<file path="config.mk">
export PLATFORM = sky130hd
export DESIGN_NAME = line_pair_merge
export DESIGN_NICKNAME = d
export VERILOG_FILES = /design/src/source/cpu_addr_pkg.sv /design/src/source/icache_pkg.sv /design/src/source/line_pair_merge.sv
export SDC_FILE = /design/constraint.sdc
export NUM_CORES = 1
export LEC_CHECK = 0
export BUFFER_PORTS_ARGS = -buffer_cell sky130_fd_sc_hd__buf_2
export CAP_MARGIN = 20
export CORE_AREA = 2 2 426 428
export DETAILED_ROUTE_END_ITERATION = 8
export DIE_AREA = 0 0 428 430
export PLACE_DENSITY = 0.3
export SYNTH_ARGS = -nofsm -noshare
export SYNTH_HDL_FRONTEND = slang
export SYNTH_SLANG_ARGS = --single-unit
</file>
<file path="constraint.sdc">
create_clock -name vclk -period 3.63
set_input_delay 0.726 -clock vclk [all_inputs]
set_output_delay 0.726 -clock vclk [all_outputs]
set_load 0.01 [all_outputs]
</file>
<file path="src/source/cpu_addr_pkg.sv">
package cpu_addr_pkg;

	// ====================
	// Core address space
	// ====================

	// Byte addresses on the fetch side are one machine word wide
	localparam int unsigned addr_w = 32;

	// A fetch address points at any byte
	// Only the line number part matters to the cache
	typedef logic [addr_w-1:0] fetch_addr_t;

endpackage

</file>
<file path="src/source/icache_pkg.sv">
package icache_pkg;

	// ====================
	// Line geometry
	// ====================

	// One cache line holds eight 32-bit words
	localparam int unsigned line_bytes = 32;
	localparam int unsigned offset_bits = 5;

	// Lowest bit of the line number picks the even or the odd bank
	localparam int unsigned bank_sel_bit = 5;

	// ====================
	// Bank geometry
	// ====================

	// Each bank is 2-way set-associative with 32 sets
	localparam int unsigned sets = 32;
	localparam int unsigned index_bits = 5;
	localparam int unsigned ways = 2;

	// Tag is everything above the index and the bank select bit
	localparam int unsigned tag_bits = 21;

	// ====================
	// Types
	// ====================

	typedef logic [tag_bits-1:0] tag_t;
	typedef logic [index_bits-1:0] index_t;
	typedef logic [$clog2(ways)-1:0] way_t;

	// Line payload, 8 words packed low word first
	typedef logic [line_bytes*8-1:0] line_data_t;

	// Byte address with the offset dropped
	typedef logic [cpu_addr_pkg::addr_w-offset_bits-1:0] line_num_t;

endpackage

</file>
<file path="src/source/line_pair_merge.sv">
`timescale 1ns/100ps

module line_pair_merge (
	// Bit 0 of the requested line, high when the fetch starts in an odd line
	input logic odd_first_i,

	// Bank results
	input logic even_hit_i,
	input icache_pkg::line_data_t even_data_i,
	input logic odd_hit_i,
	input icache_pkg::line_data_t odd_data_i,

	// Requested line number, registered alongside the bank lookups
	input icache_pkg::line_num_t req_line_i,

	// Ordered line pair
	output icache_pkg::line_data_t lo_line_o,
	output icache_pkg::line_data_t hi_line_o,
	output logic lo_hit_o,
	output logic hi_hit_o,
	output logic hit_o,
	output cpu_addr_pkg::fetch_addr_t miss_addr_o
);

	localparam int unsigned offset_bits = icache_pkg::offset_bits;

	icache_pkg::line_num_t hi_line_num;

	// ====================
	// Line ordering
	// ====================

	// Even first means the even bank holds L and the odd bank L+1
	// Odd first swaps them, the even bank was asked for L+1
	always_comb begin
		if (odd_first_i) begin
			lo_line_o = odd_data_i;
			lo_hit_o = odd_hit_i;
			hi_line_o = even_data_i;
			hi_hit_o = even_hit_i;
		end else begin
			lo_line_o = even_data_i;
			lo_hit_o = even_hit_i;
			hi_line_o = odd_data_i;
			hi_hit_o = odd_hit_i;
		end
	end

	// A group may cross into the next line, so both must be present
	assign hit_o = lo_hit_o && hi_hit_o;

	// ====================
	// Miss address
	// ====================

	assign hi_line_num = req_line_i + 1'b1;

	// Low line is fetched first when both miss
	always_comb begin
		if (!lo_hit_o) begin
			miss_addr_o = {req_line_i, {offset_bits{1'b0}}};
		end else if (!hi_hit_o) begin
			miss_addr_o = {hi_line_num, {offset_bits{1'b0}}};
		end else begin
			// No miss outstanding
			miss_addr_o = '1;
		end
	end

endmodule

</file>
Word level (Yosys, flattened, before mapping) --
Cells that the tools add are included.
Word-level totals: flip-flop bits (word level) 0, latch bits 0, bits in writable memories 0, bits in read-only memories 0, input port bits 542, output and inout bits 547, word-level logic and storage cells 8, memories kept 0
Cells by class: $add $sub $neg 1, multiply operators 0, divide/modulo/power cells 0, magnitude comparators 0, equal/unequal tests 0, shift-type cells 0, mux-type cells 6, bitwise operators 0, reductions and logical operators 1
Operators by type and width (number):
- 256-bit 2-to-1 mux | 2
- 32-bit 2-to-1 mux | 2
- 27-bit by 1-bit adder with 27-bit output, second input constant | 1
- 1-bit 2-to-1 mux | 2
- 1-bit logical AND | 1

Logic depth before layout (Yosys ltp) --
Gate-level depths: netlist of run 1.
depth in word-level cells 3, gate-level depth with buffers 7, depth with buffers taken out 5

Worst setup path before layout of run 1 --
OpenSTA, ideal clock, no wires.
kind input port to output port, start input port odd_first_i, end output port miss_addr_o[20], arrival time 2.351 ns, data required time 2.904 ns, path slack 0.553 ns, cell stages on the path 6, path buffers 2, cells stage by stage buf_2 mux2i_1 or4_1 buf_2 or4_1 nand3_1
On the way: cells in the longest elaborated chain, start to end 3, elaborated cells between the ends (all ways) 4, those cells by class mux (4)
Ends and longest elaborated chain:
- start, declared | line line_pair_merge.sv:5 | input logic odd_first_i,
- 1-bit 2-to-1 mux | line line_pair_merge.sv:36 | if (odd_first_i) begin
- 32-bit 2-to-1 mux | line line_pair_merge.sv:62 | end else if (!hi_hit_o) begin
- 32-bit 2-to-1 mux * | line line_pair_merge.sv:60 | if (!lo_hit_o) begin
- end, declared | line line_pair_merge.sv:22 | output cpu_addr_pkg::fetch_addr_t miss_addr_o
Mark *: on every way between the ends. The rest lies on a longest branch, timed or not.

Worst setup path in the final report of run 1 --
start input port even_hit_i, end output port miss_addr_o[25]
On the way: cells in the longest elaborated chain, start to end 3, elaborated cells between the ends (all ways) 4, those cells by class mux (4)
Ends and longest elaborated chain:
- start, declared | line line_pair_merge.sv:8 | input logic even_hit_i,
- 1-bit 2-to-1 mux | line line_pair_merge.sv:36
- 32-bit 2-to-1 mux | line line_pair_merge.sv:62
- 32-bit 2-to-1 mux * | line line_pair_merge.sv:60
Marked as above.

==> qor.txt, run 1 <==
cell leakage power - 6.612 nW
Syn Area/Cell - 9.672 µm²
critical path type - in2out
worst-path fanout max - 10
post-CTS sizing - 0
# IOs - 1,089
Tightest Hold Check Type - in2out
Crit path required time - 2.90 ns
share of layout cells above drive strength 1 - 93.16%
Hold Crit Start - even_data_i[139]
crit share post-route - 97.48%
status - finished, final reports clean
largest net degree at the start of global routing - 144
GRT overflow - 0
YS warnings - 0
area grow syn2layout - 125.0%
Synth Instances - 700
pwr dens - 158.4 nW/µm²
Max-Cap Viols - 0
setup TNS - 0 ns
FP Rows - 156
final hold vios - 0
Initial Util - 3.766%
first-pass GRT wire length - 174,600 µm
Placer Congestion - 1.042
final std cells w/o fill - 4,159
Yosys top cell by area - mux2_2
headroom to the max-slew limit - 43.30%
Slew Limit Fails - 0
post-CTS setup buffer count - 0
initial drt markers - 788
global-route total usage across every layer - 15.55%
most common cell after layout, fill and taps aside - buf_2
post-synth top area share - 85.33%
post-synth cell types - 32
VDD IR-drop max - 0.00005675 V
wire per inst - 36.32 µm
nets - 2,285
first drt pass iteration count - 5
hold_ws - 1.777 ns
Register Area - 0 µm²
mapped cell area - 6770 µm²
HPWL after DPL - 144,800 µm
CP Capture Type - output pin
Placed Cells - 4,110
setup violators final - 0
Seq cells - 0
Hold-fix buffers, CTS - 0
unrepaired setup endpoints after global routing - no
Avg Vias per Cell - 2.935
detailed-route via count - 12,210
commonest non-fill, non-tap cells in the layout - buf_2 (1,088), mux2_2 (513), nand3_1 (17)
pre-CTS setup slack - 0.05579 ns
core area - 179,800 µm²
initial antenna violation count - 273
vias in the first global route - 10,800
Tmin final - 3.539 ns
multi-input logic area - 6479 µm²
Slowest Stage Delay on Critical Path - 0.77 ns
Final Worst Setup Slack - 0.09146 ns
port bufs - 1,089
Routed WL - 151,000 µm
Die Area - 184,000 µm²
FMAX - 282.6 MHz
die width - 428 µm
CP arrival - 2.81 ns
delay-heaviest family, CP - simple AND/OR/NAND/NOR gates
Syn Nets - 1,243
Worst-Margin Slew - 0.8505 ns
Setup crit start kind - primary input
drt drc - 0
Crit-path slowest cell - or4_1
Layout fillers - 21,200
CP Cell Sequence - buf_2 > mux2i_1 > or4_1 > or4_1 > nand3_1 > buf_2
sequential cell area fraction in the yosys report - 0%
Synth area leaders - mux2_2 (85%), clkbuf_1 (3.2%), nand3_1 (1.3%), and4_1 (0.91%), or4_1 (0.89%)
sum of buffers and inverters on the critical path - 2
die height - 430 µm
Antenna Nets Post-Route - 0
CLK BUF - 0
Worst Setup SP - even_hit_i
-- final timing paths --
kind               to  slack, ns  depth (start not counted)
max   miss_addr_o[25]       0.09                          6
min    lo_line_o[139]       1.78                          3
-- metal layers --
| layer | share of wire, % | GRT usage [%] | vias to the layer above | routed length, µm |
|---|---|---|---|---|
| li1 | - | - | 4846 | - |
| met1 | 35 | 16.43 | 5717 | 52670 |
| met2 | 48 | 26.98 | 1157 | 71930 |
| met3 | 15 | 9.511 | 420 | 22270 |
| met4 | 2.5 | 1.744 | 68 | 3764 |
| met5 | 0.28 | 0 | - | 421 |
-- power breakdown --
part           leakage (nW)      total (W)   internal [W]  switching, W
combinational          6.61        0.00241       0.000961       0.00145
clock              0.000311  0.00000000175  0.00000000175             0
sequential                0              0              0             0
-- cell families (layout without fill, tap and decap cells) --
group / after synthesis / after routing / synth area share (%)
fa+ha+maj: 1 / 1 / 0.1848
mux: 514 / 514 / 85.47
other cells: 0 / 49 / 0
xor+xnor: 5 / 5 / 0.6468
buf+inv: 72 / 1112 / 4.306
compound gates: 27 / 27 / 2.680
simple gates: 81 / 81 / 6.709
-- cell usage after synthesis, drive strengths merged (3+ instances only) --
library cell / count
xnor2: 5
a211oi: 4
mux2: 513
nand3: 17
nand4: 8
o31ai: 6
nor2: 12
buf: 10
and4: 7
or4: 8
inv: 5
nor3: 4
nor4: 5
or3: 5
clkbuf: 57
a31oi: 3
nand2: 11
o21ai: 8
-- metrics by stage --
stage | util (%) | cell area (µm²) | power (W)
floorplan | - | 6770 | 0.0009222
CTS | 8.404 | 15110 | 0.002457
global placement | 8.404 | 15110 | 0.002453
global route | 8.438 | 15170 | 0.002557
finish | 8.473 | 15230 | 0.002413
detailed placement | 8.404 | 15110 | 0.002444
-- layout make-up --
| class | instances | share of cell area [%] |
|---|---|---|
| multi-input cells | 628 | 42.54 |
| inverters | 5 | 0.1232 |
| repair buffers | 1107 | 37.07 |
| diodes | 49 | 0.8051 |
| well taps | 2370 | 19.47 |
-- tightest hold or removal path: stages --
cell and delay [ns]:
buf_2 0.08, mux2_2 0.13, buf_2 0.12
(Power assumes the default switching activity.)
==> run 2, diff against run 1 <==
--- a/config.mk
+++ b/config.mk
@@ -5,11 +5,12 @@
 export SDC_FILE = /design/constraint.sdc
 export NUM_CORES = 1
 export LEC_CHECK = 0
+export ABC_AREA = 1
 export BUFFER_PORTS_ARGS = -buffer_cell sky130_fd_sc_hd__buf_2
 export CAP_MARGIN = 20
-export CORE_AREA = 2 2 426 428
+export CORE_AREA = 2 2 419 421
 export DETAILED_ROUTE_END_ITERATION = 8
-export DIE_AREA = 0 0 428 430
+export DIE_AREA = 0 0 421 423
 export PLACE_DENSITY = 0.3
 export SYNTH_ARGS = -nofsm -noshare
 export SYNTH_HDL_FRONTEND = slang
==> qor.txt, run 2 <==
crit share post-route - 97.93%
clock share of power - 0%
count leader, synth - nand2_1
sequential cell area fraction in the yosys report - 0%
core area - 173,200 µm²
routed length on met2 - 65,070 µm
combinational share of power - 100.0%
die height - 423 µm
CLK BUF - 0
Syn Nets - 2,123
wl on met1 - 52,850 µm
Hold-fix buffers, CTS - 0
Register Area - 0 µm²
initial drt markers - 1,119
Yosys top cell by area - o21ai_0
most instantiated cells after synthesis - nand2_1 (566), o21ai_0 (502), inv_1 (282), clkbuf_1 (52), buf_2 (47)
first-pass GRT wire length - 163,600 µm
Setup crit start kind - primary input
vias in the first global route - 13,910
post-synth top area share - 36.20%
Slew Limit Fails - 0
post-CTS sizing - 0
worst-path fanout max - 56
global-route total usage across every layer - 14.11%
wire per inst - 26.98 µm
port bufs - 1,089
Synth Instances - 1,580
cell leakage power - 8.234 nW
GRT overflow - 0
setup TNS - 0 ns
Routed WL - 133,100 µm
final core occ - 8.723%
Initial Util - 4.006%
nets - 3,135
Placer Congestion - 1.014
post-synth cell types - 25
Max-Cap Viols - 0
most common cell after layout, fill and taps aside - buf_2
die width - 421 µm
FMAX - 281.3 MHz
Reg power frac - 0%
Net Switching - 0.001536 W
WL met3 - 11,690 µm
VDD IR-drop max - 0.00004995 V
Syn Area/Cell - 4.393 µm²
CP arrival - 2.83 ns
headroom to the max-slew limit - 25.46%
mapped cell area - 6940 µm²
initial antenna violation count - 166
YS warnings - 0
FP Rows - 153
final hold vios - 0
HPWL after DPL - 124,900 µm
share of layout cells above drive strength 1 - 44.02%
Avg Vias per Cell - 3.087
commonest non-fill, non-tap cells in the layout - buf_2 (1,088), nand2_1 (566), o21ai_0 (502)
post-CTS setup buffer count - 0
Synth area leaders - o21ai_0 (36%), nand2_1 (31%), inv_1 (15%), buf_2 (3.4%), clkbuf_1 (2.8%)
Max Used Layer - met5
pwr dens - 150.7 nW/µm²
area grow syn2layout - 117.7%
Seq cells - 0
# IOs - 1,089
status - finished, final reports clean
Sw Share - 67.45%
Worst-Margin Slew - 1.106 ns
setup violators final - 0
unrepaired setup endpoints after global routing - no
CP Capture Type - output pin
Internal - 0.0007413 W
Tightest Hold Check Type - in2out
critical path type - in2out
Antenna Nets Post-Route - 0
first drt pass iteration count - 5
detailed-route via count - 15,230
Die Area - 178,100 µm²
Crit path required time - 2.90 ns
Tmin final - 3.555 ns
drt drc - 0
largest net degree at the start of global routing - 187
## run 2: layout make-up
type	instances	area, µm²
Fill cell	20930	158100
Tap cell	2325	2909
Inverter	284	1074
Timing Repair Buffer	1131	5851
Antenna cell	18	45.04
Multi-Input combinational cell	1175	5234
## run 2: per-layer routing
layer | vias up | GRT usage [%]
met1 | 6963 | 17.17
met5 | - | 0
met4 | 66 | 1.481
li1 | 6984 | -
met2 | 911 | 25.21
met3 | 302 | 3.969
## run 2: through the flow
step	worst slack, ns	cells	instance area (µm²)	hold slack [ns]	total power, W
after global placement	0.1632	4915	15070	1.756	0.002325
after detailed placement	0.1843	4915	15070	1.756	0.002312
after floorplan	1.226	1580	6940	1.541	0.0008206
after global routing	0.1137	4919	15080	1.783	0.002453
after CTS	0.1850	4915	15070	1.758	0.002319
final	0.07497	4933	15110	1.756	0.002277
## run 2: cells by family after synthesis
group	share of synthesized area [%]
xor+xnor	0.1262
buf+inv	24.59
simple gates	36.60
fa+ha+maj	0.1802
compound gates	38.51
## run 2: power groups by stage
stage               Combinational [W]  Sequential [W]        Clock, W
finish                        0.00228               0  0.000000000332
CTS                           0.00232               0               0
global route                  0.00245               0  0.000000000148
detailed placement            0.00231               0               0
global placement              0.00232               0               0
floorplan                    0.000821               0               0
## run 2: path summary, 6_finish.rpt
| check | start | endpoint | slack (ns) | cells past startpoint |
|---|---|---|---|---|
| setup / recovery | odd_first_i | lo_line_o[255] | 0.07 | 5 |
| hold / removal | odd_data_i[202] | hi_line_o[202] | 1.76 | 4 |
## run 2: critical path: stages
cell and delay, ns:
buf_8 0.15, buf_12 0.17, buf_4 0.37, o21ai_0 0.92, buf_2 0.29
